### config.mk
export PLATFORM = sky130hd
export DESIGN_NAME = cache_top
export DESIGN_NICKNAME = d
export VERILOG_FILES = /design/src/logic/cache_pkg.sv /design/src/logic/cache_req_align.sv /design/src/logic/cache_ctrl.sv /design/src/logic/cache_tag_store.sv /design/src/logic/cache_data_array.sv /design/src/logic/cache_read_align.sv /design/src/logic/cache_top.sv
export VERILOG_INCLUDE_DIRS = /design/src /design/src/logic
export SDC_FILE = /design/constraint.sdc
export NUM_CORES = 2
export LEC_CHECK = 0
export ABC_AREA = 1
export ABC_CLOCK_PERIOD_IN_PS = 7100
export BUFFER_PORTS_ARGS = -buffer_cell sky130_fd_sc_hd__buf_2
export CELL_PAD_IN_SITES_DETAIL_PLACEMENT = 1
export CELL_PAD_IN_SITES_GLOBAL_PLACEMENT = 1
export CORE_MARGIN = 2
export CORE_UTILIZATION = 56
export CTS_CLUSTER_DIAMETER = 60
export CTS_CLUSTER_SIZE = 8
export DETAILED_ROUTE_END_ITERATION = 8
export PLACE_DENSITY = 0.91
export SYNTH_ARGS = -nofsm -noshare
export SYNTH_HDL_FRONTEND = slang
export SYNTH_MEMORY_MAX_BITS = 65536
export SYNTH_SLANG_ARGS = --single-unit
### constraint.sdc
create_clock -name clk -period 7.1 [get_ports clk]
set_input_delay 0.355 -clock clk [delete_from_list [all_inputs] [get_ports clk]]
set_output_delay 0.355 -clock clk [all_outputs]
set_load 0.005 [all_outputs]
### src/logic/cache_defines.svh
`ifndef CACHE_DEFINES_SVH
`define CACHE_DEFINES_SVH

// byte address into the backing memory
`define CACHE_ADDR_W      16

// line geometry
`define CACHE_LINE_BYTES  16
`define CACHE_LINE_W      128

// address split, tag above index above offset
`define CACHE_OFFSET_W    4
`define CACHE_INDEX_W     5
`define CACHE_TAG_W       7
`define CACHE_NUM_LINES   32

// log2 of the access size in bytes
`define CACHE_SIZE_W      3

`endif

### src/logic/cache_pkg.sv
`include "cache_defines.svh"

package cache_pkg;

   typedef logic [`CACHE_ADDR_W-1:0]     addr_t;
   typedef logic [`CACHE_LINE_W-1:0]     line_t;
   typedef logic [`CACHE_LINE_BYTES-1:0] byte_mask_t;
   typedef logic [`CACHE_OFFSET_W-1:0]   offset_t;
   typedef logic [`CACHE_INDEX_W-1:0]    index_t;
   typedef logic [`CACHE_TAG_W-1:0]      tag_t;
   // 0..4 select 1, 2, 4, 8, 16 bytes
   typedef logic [`CACHE_SIZE_W-1:0]     size_code_t;

   // one state set for both directions, direction kept in a separate flop
   typedef enum logic [2:0]
   {
      IDLE,
      LOOKUP,
      EVICT,
      FILL,
      DONE
   } cache_state_e;

endpackage

### src/logic/cache_req_align.sv
`include "cache_defines.svh"

module cache_req_align
(
   input  cache_pkg::offset_t    offset,
   input  cache_pkg::size_code_t size,
   input  cache_pkg::line_t      data_write,
   output cache_pkg::byte_mask_t write_mask,
   output cache_pkg::line_t      write_line
);

   // run of byte enables starting at byte 0
   cache_pkg::byte_mask_t base_mask;

   // bit shift for the write data, offset in bytes times eight
   logic [$clog2(`CACHE_LINE_W)-1:0] bit_shift;

   // size code expands to 1, 2, 4, 8 or 16 ones
   always_comb
   begin
      case (size)
         3'd0:    base_mask = 16'h0001;
         3'd1:    base_mask = 16'h0003;
         3'd2:    base_mask = 16'h000f;
         3'd3:    base_mask = 16'h00ff;
         // codes above 4 treated as a whole line
         default: base_mask = 16'hffff;
      endcase
   end

   // move the run up to the addressed byte
   // bytes past the end of the line fall off
   assign write_mask = base_mask << offset;

   assign bit_shift = {offset, 3'b000};

   // request byte 0 lands on the addressed byte
   // zeros shift in below it
   assign write_line = data_write << bit_shift;

endmodule

### src/logic/cache_ctrl.sv
module cache_ctrl
(
   input  logic clk,
   input  logic rst_n,
   input  logic enable,
   input  logic rw,
   input  logic hit,
   input  logic victim_dirty,
   input  logic bus_r,
   output logic ready,
   output logic data_we,
   output logic fill_we,
   output logic bus_en,
   output logic bus_wr,
   output logic evicting
);

   cache_pkg::cache_state_e state_q;
   cache_pkg::cache_state_e state_d;

   // direction of the request in flight, 1 means write
   logic rw_q;

   always_ff @(posedge clk)
   begin
      if (!rst_n)
      begin
         state_q <= cache_pkg::IDLE;
         rw_q    <= 1'b0;
      end
      else
      begin
         state_q <= state_d;
         // latch direction when a new request is accepted
         if (state_q == cache_pkg::IDLE && enable)
            rw_q <= rw;
      end
   end

   always_comb
   begin
      state_d = state_q;
      case (state_q)
         cache_pkg::IDLE:
         begin
            if (enable)
               state_d = cache_pkg::LOOKUP;
         end
         cache_pkg::LOOKUP:
         begin
            // miss with a dirty victim goes out to the bus first
            if (hit)
               state_d = cache_pkg::DONE;
            else if (victim_dirty)
               state_d = cache_pkg::EVICT;
            else
               state_d = cache_pkg::FILL;
         end
         cache_pkg::EVICT:
         begin
            // held until the bus takes the victim line
            if (bus_r)
               state_d = cache_pkg::FILL;
         end
         cache_pkg::FILL:
         begin
            // back to lookup, which hits now
            if (bus_r)
               state_d = cache_pkg::LOOKUP;
         end
         cache_pkg::DONE:
            state_d = cache_pkg::IDLE;
         default:
            state_d = cache_pkg::IDLE;
      endcase
   end

   // outputs straight from state
   assign ready    = (state_q == cache_pkg::DONE);
   assign data_we  = (state_q == cache_pkg::DONE) && rw_q;
   // fill line written only in the cycle the bus returns it
   assign fill_we  = (state_q == cache_pkg::FILL) && bus_r;
   assign bus_en   = (state_q == cache_pkg::EVICT) || (state_q == cache_pkg::FILL);
   assign bus_wr   = (state_q == cache_pkg::EVICT);
   assign evicting = (state_q == cache_pkg::EVICT);

endmodule

### src/logic/cache_tag_store.sv
`include "cache_defines.svh"

module cache_tag_store
(
   input  logic              clk,
   input  logic              rst_n,
   input  cache_pkg::index_t index,
   input  cache_pkg::tag_t   tag,
   input  logic              fill_we,
   input  logic              data_we,
   output logic              hit,
   output logic              victim_dirty,
   output cache_pkg::tag_t   victim_tag
);

   // one bit per line
   logic [`CACHE_NUM_LINES-1:0] valid_q;
   logic [`CACHE_NUM_LINES-1:0] dirty_q;

   // stored tags
   cache_pkg::tag_t tag_q [`CACHE_NUM_LINES];

   logic tag_match;

   always_ff @(posedge clk)
   begin
      if (!rst_n)
      begin
         valid_q <= '0;
         dirty_q <= '0;
      end
      else if (fill_we)
      begin
         // fresh line from memory is clean
         valid_q[index] <= 1'b1;
         dirty_q[index] <= 1'b0;
      end
      else if (data_we)
         dirty_q[index] <= 1'b1;
   end

   always_ff @(posedge clk)
   begin
      if (fill_we)
         tag_q[index] <= tag;
   end

   // combinational lookup of the indexed entry
   assign victim_tag   = tag_q[index];
   assign tag_match    = (tag_q[index] == tag);
   assign hit          = valid_q[index] && tag_match;
   // other tag held with modified data, has to be written back
   assign victim_dirty = valid_q[index] && dirty_q[index] && !tag_match;

endmodule

### src/logic/cache_data_array.sv
`include "cache_defines.svh"

module cache_data_array
(
   input  logic                  clk,
   input  cache_pkg::index_t     index,
   input  cache_pkg::byte_mask_t write_mask,
   input  cache_pkg::line_t      write_line,
   input  logic                  data_we,
   input  logic                  fill_we,
   input  cache_pkg::line_t      fill_line,
   output cache_pkg::line_t      line
);

   cache_pkg::line_t mem [`CACHE_NUM_LINES];

   always_ff @(posedge clk)
   begin
      // whole line from the bus on a fill
      if (fill_we)
         mem[index] <= fill_line;
      else if (data_we)
      begin
         // processor write, masked bytes only
         for (int b = 0; b < `CACHE_LINE_BYTES; b++)
         begin
            if (write_mask[b])
               mem[index][b*8 +: 8] <= write_line[b*8 +: 8];
         end
      end
   end

   // async read of the selected line
   assign line = mem[index];

endmodule

### src/logic/cache_read_align.sv
`include "cache_defines.svh"

module cache_read_align
(
   input  cache_pkg::line_t   line,
   input  cache_pkg::offset_t offset,
   input  cache_pkg::addr_t   address,
   input  cache_pkg::tag_t    victim_tag,
   input  logic               evicting,
   output cache_pkg::line_t   data_read,
   output cache_pkg::addr_t   bus_addr
);

   cache_pkg::index_t req_index;

   // offset in bits for the output shift
   logic [$clog2(`CACHE_LINE_W)-1:0] bit_shift;

   assign bit_shift = {offset, 3'b000};

   // addressed byte moves down to byte 0, zeros fill above
   assign data_read = line >> bit_shift;

   assign req_index = address[`CACHE_OFFSET_W +: `CACHE_INDEX_W];

   // write-back goes to where the victim came from
   // otherwise the line of the current request
   assign bus_addr = evicting ?
                     {victim_tag, req_index, {`CACHE_OFFSET_W{1'b0}}} :
                     {address[`CACHE_ADDR_W-1:`CACHE_OFFSET_W], {`CACHE_OFFSET_W{1'b0}}};

endmodule

### src/logic/cache_top.sv
`include "cache_defines.svh"

module cache_top
(
   input  logic                  clk,
   input  logic                  rst_n,
   input  logic                  enable,
   input  logic                  rw,
   input  cache_pkg::addr_t      address,
   input  cache_pkg::size_code_t size,
   input  cache_pkg::line_t      data_write,
   output cache_pkg::line_t      data_read,
   output logic                  ready,
   output logic                  bus_en,
   output logic                  bus_wr,
   output cache_pkg::addr_t      bus_addr,
   output cache_pkg::line_t      bus_write,
   input  logic                  bus_r,
   input  cache_pkg::line_t      bus_read
);

   // address fields
   cache_pkg::offset_t    offset;
   cache_pkg::index_t     index;
   cache_pkg::tag_t       tag;

   // request side to storage
   cache_pkg::byte_mask_t write_mask;
   cache_pkg::line_t      write_line;

   // controller strobes
   logic data_we;
   logic fill_we;
   logic evicting;

   // lookup results
   logic            hit;
   logic            victim_dirty;
   cache_pkg::tag_t victim_tag;

   // indexed line, feeds both processor and bus
   cache_pkg::line_t line;

   assign offset = address[`CACHE_OFFSET_W-1:0];
   assign index  = address[`CACHE_OFFSET_W +: `CACHE_INDEX_W];
   assign tag    = address[`CACHE_ADDR_W-1 -: `CACHE_TAG_W];

   // victim data leaves straight from the array
   assign bus_write = line;

   cache_req_align u_req_align
   (
      .offset     (offset),
      .size       (size),
      .data_write (data_write),
      .write_mask (write_mask),
      .write_line (write_line)
   );

   cache_ctrl u_ctrl
   (
      .clk          (clk),
      .rst_n        (rst_n),
      .enable       (enable),
      .rw           (rw),
      .hit          (hit),
      .victim_dirty (victim_dirty),
      .bus_r        (bus_r),
      .ready        (ready),
      .data_we      (data_we),
      .fill_we      (fill_we),
      .bus_en       (bus_en),
      .bus_wr       (bus_wr),
      .evicting     (evicting)
   );

   cache_tag_store u_tag_store
   (
      .clk          (clk),
      .rst_n        (rst_n),
      .index        (index),
      .tag          (tag),
      .fill_we      (fill_we),
      .data_we      (data_we),
      .hit          (hit),
      .victim_dirty (victim_dirty),
      .victim_tag   (victim_tag)
   );

   // fill data comes directly off the bus
   cache_data_array u_data_array
   (
      .clk        (clk),
      .index      (index),
      .write_mask (write_mask),
      .write_line (write_line),
      .data_we    (data_we),
      .fill_we    (fill_we),
      .fill_line  (bus_read),
      .line       (line)
   );

   cache_read_align u_read_align
   (
      .line       (line),
      .offset     (offset),
      .address    (address),
      .victim_tag (victim_tag),
      .evicting   (evicting),
      .data_read  (data_read),
      .bus_addr   (bus_addr)
   );

endmodule

==> metrics.md, run 1 <==
| Metric | Value |
|---|---|
| Log Error | `[ERROR GRT-0232] Routing congestion too high. Check the congestion heatmap in the GUI.` |
| Largest net degree at the start of global routing | `roughly 140` |
| Clock H-tree levels | `6` |
| Syn. warnings | `0` |
| Final HPWL DP | `500000 um` |
| Die width | `567 um` |
| Post-CTS Resized | `0` |
| Post-synthesis cell count | `13400` |
| Post-synth EDFFs | `4320` |
| Fail Step | `global routing (5_1_grt)` |
| Num CTS Buffers | `623` |
| Seq/Total Area, Yosys | `0.739` |
| GP Congestion | `1.01` |
| Initial antenna violation count | `between 200 and 300` |
| All-layer global routing usage | `0.780` |
| Clock sinks | `4388` |
| Post-synth top flop | `edfxtp_1` |
| Worst endpoint after global-route timing repair | `data_read[15]` |
| Post-Synth XOR/XNOR Area | `0` |
| I/O Pins | `roughly 560` |
| Synth Area in Compound Gates | `0.126` |
| CTS root buf | `clkbuf_16` |
| Run status | `aborted with a tool error` |
| CTS max path bufs | `4` |
| Port bufs | `550` |
| Initial Util | `0.563` |
| Simple-gate portion of the synthesized area | `0.105` |
| Synth cell types | `44` |
| Seq cells post-synth | `roughly 4400` |
| Post-synthesis adder-cell area fraction | `0` |
| Post-synthesis mux area share | `0.000677` |
| GRT overflow | `approximately 140` |
| Mean post-synth cell area | `about 13 um^2` |
| WEP type | `primary output` |
| Largest family of logic cells by synthesized area | `compound AO/OA/AOI/OAI gates` |
| Die height | `567 um` |
| Cell area after synthesis | `approximately 0.18 mm^2` |
| Ys async rst share | `0` |
| FP Rows | `206` |
synth_stat cells (all sizes together), types with 2 or more instances:
cell	n	area, um^2
edfxtp	4320	130000
nand2	2233	8390
a22oi	2100	15800
a21oi	901	4510
nor2	854	3240
nand3	772	3860
clkbuf	500	1880
buf	429	2070
or2	379	2370
inv	335	1260
o21ai	257	1290
nor3	89	478
dfxtp	68	1360
a31oi	43	269
nand4	23	144
o22ai	20	125
o31ai	20	150
mux2i	12	120
o211ai	12	90.1
a211oi	8	65.1
o41ai	4	35.0
o311ai	3	26.3
and3	2	12.5
clkinv	2	7.51
nand3b	2	15.0
routing by layer:
metal	overflow	global-route usage
met1	11	0.754
met2	35	0.882
met3	23	0.722
met4	67	0.750
met5	0	0.621
through the flow:
step	cells	utilization	hold slack [ns]	worst slack, ns	instance area [um^2]
floorplan	13400	-	0.439	3.13	177000
global placement	17500	0.590	0.450	1.80	186000
detailed placement	17500	0.590	0.473	1.52	186000
CTS	18300	0.644	0.00123	1.17	203000
what timing repair did:
item / 4_1_cts
buffers inserted: 0
hold buffers: 22
endpoints found under the hold margin: 432
cells by family after synthesis:
| group | Yosys count |
|---|---|
| other | 1 |
| and+or+nand+nor | 4356 |
| muxes | 12 |
| buffers and inverters | 1266 |
| AOI/OAI and AO/OA | 3370 |
| DFF | 4388 |
==> run 2, diff against run 1 <==
--- a/config.mk
+++ b/config.mk
@@ -9,14 +9,10 @@
 export ABC_AREA = 1
 export ABC_CLOCK_PERIOD_IN_PS = 7100
 export BUFFER_PORTS_ARGS = -buffer_cell sky130_fd_sc_hd__buf_2
-export CELL_PAD_IN_SITES_DETAIL_PLACEMENT = 1
-export CELL_PAD_IN_SITES_GLOBAL_PLACEMENT = 1
 export CORE_MARGIN = 2
-export CORE_UTILIZATION = 56
-export CTS_CLUSTER_DIAMETER = 60
-export CTS_CLUSTER_SIZE = 8
+export CORE_UTILIZATION = 40
 export DETAILED_ROUTE_END_ITERATION = 8
-export PLACE_DENSITY = 0.91
+export PLACE_DENSITY_LB_ADDON = 0.15
 export SYNTH_ARGS = -nofsm -noshare
 export SYNTH_HDL_FRONTEND = slang
 export SYNTH_MEMORY_MAX_BITS = 65536
==> run 2 against run 1 <==
The flow now finishes, with violations (max-capacitance violations, max-slew violations). Synthesized cell count stayed put. Area after synthesis did not move.
==> metrics.md, run 2 <==
| Metric | Value |
|---|---|
| Post-synthesis cell count | `13400 (unchanged)` |
| Seq cells post-synth | `4388 (unchanged)` |
| Detail Route Antenna Nets | `0` |
| First-pass GRT wire length | `~1000000 um` |
| Final Util | `0.460` |
| I/O Pins | `555 (unchanged)` |
| Total Wirelength | `752000 um` |
| Post-CTS Resized | `0 (unchanged)` |
| Top Registers | `u_data_array.mem (4096), u_tag_store.tag_q (224), u_tag_store.valid_q (32)` |
| Yosys top cell area share | `0.732 (unchanged)` |
| Die height | `670 um (+18%)` |
| Slew @ Worst Pin | `1.64 ns` |
| Total Power | `56700 uW` |
| Clock skew | `around 0.09 ns` |
| Max FO, Critical Path | `97` |
| Clk pin slew, worst setup/hold paths | `0.06 ns` |
| Final HPWL DP | `513000 um (+2.6%)` |
| Tmin final | `~6.2 ns` |
| Post-synth top flop | `edfxtp_1` |
| CTS max path bufs | `4 (unchanged)` |
| Max Cap Viol | `4` |
| CTS root buf | `clkbuf_16` |
| CTS tree | `done` |
| Commonest non-fill, non-tap cell in the layout | `edfxtp_1` |
| Die width | `670 um (+18%)` |
| Final #Nets | `~14000` |
| Layout area overhead | `14.6%` |
| Final hold viol count | `0` |
| Slew Limit Fails | `14` |
| Arrival @ worst endpoint | `5.86 ns` |
| DP Worst Slack | `0.972 ns (-0.553 ns)` |
| Most numerous cell in the Yosys netlist | `edfxtp_1` |
| Synth cell types | `44 (unchanged)` |
| Leak Pwr | `0.0700 uW` |
| Iter 0 DRT Violations | `17900` |
| Port bufs | `550 (unchanged)` |
| Largest net degree at the start of global routing | `approximately 150` |
| Final setup violation count | `0` |
| CP Class | `in2out` |
| CP endpoint kind | `output port` |
| Seq/Total Area, Yosys | `0.739 (unchanged)` |
| Cell taking the most area after synthesis | `edfxtp_1` |
| Initial Util | `0.402 (-0.161)` |
| GRT overflow | `0` |
| Num CTS Buffers | `451 (-28%)` |
| Initial antenna violation count | `96` |
| Largest register by flop count | `u_data_array.mem` |
| DIE AREA | `0.449 mm^2` |
| Max FFs per register | `between 4000 and 5000` |
| Cell area after synthesis | `0.177 mm^2 (unchanged)` |
| Most frequent cells in the layout | `edfxtp_1 (4320), nand2_1 (2232), a22oi_1 (2100)` |
| Commonest cells post-synth | `edfxtp_1 (4320), nand2_1 (2232), a22oi_1 (2100)` |
| Drt pass-1 iters | `9` |
| Hold-fix buffers at CTS | `47 (+110%)` |
| Run status | `finished with violations` |
| Post-CTS Setup Repair Bufs | `0 (unchanged)` |
| Number of global-route vias before repair | `roughly 120k` |
| All-layer global routing usage | `0.325` |
| FP Rows | `244 (+18%)` |
| Worst vdd ir | `0.237 mV` |
| Clock H-tree levels | `5 (-1)` |
| Post-synth EDFFs | `4320 (unchanged)` |
| Startpoint Class | `input port` |
| Clock latency on the worst-skew pair | `1.06 ns` |
| Ys async rst share | `0 (unchanged)` |
| GP Congestion | `1.04 (+3.6%)` |
| Top cells by area, synth | `edfxtp_1 (73%), a22oi_1 (8.9%), nand2_1 (4.7%)` |
| Violated checks | `max-capacitance violations, max-slew violations` |
| RSZ-0062 raised after global routing | `no` |
| Worst Hold Class | `in2reg` |
| Clock sinks | `4388 (unchanged)` |
| Syn. warnings | `0 (unchanged)` |
| Detailed-route DRC error count | `0` |
| Mean post-synth cell area | `13.2 um^2 (unchanged)` |
| CP required | `6.74 ns` |
| Max Freq | `~160 MHz` |
| Final worst slack | `0.882 ns` |
| DR vias/cell | `6.09` |
| Max-Slew Margin vs Limit | `-0.122` |
| PD cells | `279 mW/mm^2` |
| Share of cells above drive strength 1 | `0.139` |
| WL/cell | `37.1 um` |
| Core box area | `0.441 mm^2` |
| Crit share post-route | `0.876` |
| Vias | `between 100k and 150k` |
| Final TNS setup | `0 ns` |
==> run 2: cell counts after synthesis <==
No cell type changed its count.
==> run 2: final timing paths <==
check,from,to,slack (ns),depth (start not counted)
min,bus_read[126],u_data_array.mem[28][126],0.01,3
max reg2reg,u_ctrl.state_q[2],u_data_array.mem[3][124],2.17,10
min reg2reg,u_tag_store.valid_q[25],u_tag_store.valid_q[25],0.47,2
max,address[4],data_read[46],0.88,15
==> run 2: area by class of cell <==
type                    count  area (um^2)
fillers                 39500       238000
flip-flops and latches   4388       131000
multi-input cells        7742        42000
clock buffers             542        11700
well taps                5904         7390
repair buffers           1000         6970
clock inverters           290         2640
inverters                 337         1340
diodes                     66          165
==> run 2: layer usage <==
layer	track usage	vias to the layer above	share of wire
li1	-	51600	-
met1	0.410	63000	0.37
met2	0.477	7190	0.44
met3	0.0821	1579	0.10
met4	0.260	39	0.093
met5	0	-	0.00038
==> run 2: metrics by stage <==
stage               hold WS [ns]  area (um^2)  std cells
detailed placement         0.457       188000      19300
global route              0.0173       203000      20200
CTS                      0.00358       203000      20200
global placement           0.448       188000      19300
finish                    0.0124       203000      20300
floorplan                  0.439       177000      13400
==> run 2: critical path, cell delays in order <==
cell     delay (ns)
buf_4          0.29
nand2_4        0.34
inv_8          0.25
buf_12         0.52
buf_12         0.27
a22oi_1        0.25
a21oi_1        0.12
or2_2          0.31
nor2_1         0.60
nand3_1        0.57
nand3_1        0.36
nand3_1        0.36
nand3_1        0.32
nand2_1        0.23
buf_2          0.20
==> run 2: where the power goes <==
group | internal, uW | switching (uW) | leakage (uW)
clock | 12800 | 10300 | 0.00695
sequential | 28500 | 10.0 | 0.0394
combinational | 1070 | 4010 | 0.0237
==> run 2: cells by family (layout without fill, tap and decap cells) <==
| logic type | count (synthesis) | count (layout) | share of synthesized area |
|---|---|---|---|
| compound gates | 3370 | 3370 | 0.126 |
| other cells | 1 | 70 | 0.0000212 |
| simple gates | 4356 | 4356 | 0.105 |
| mux | 12 | 12 | 0.000678 |
| flops | 4388 | 4388 | 0.739 |
| buf+inv | 1266 | 2169 | 0.0294 |
Note: power is estimated with default switching activity, not from simulation.
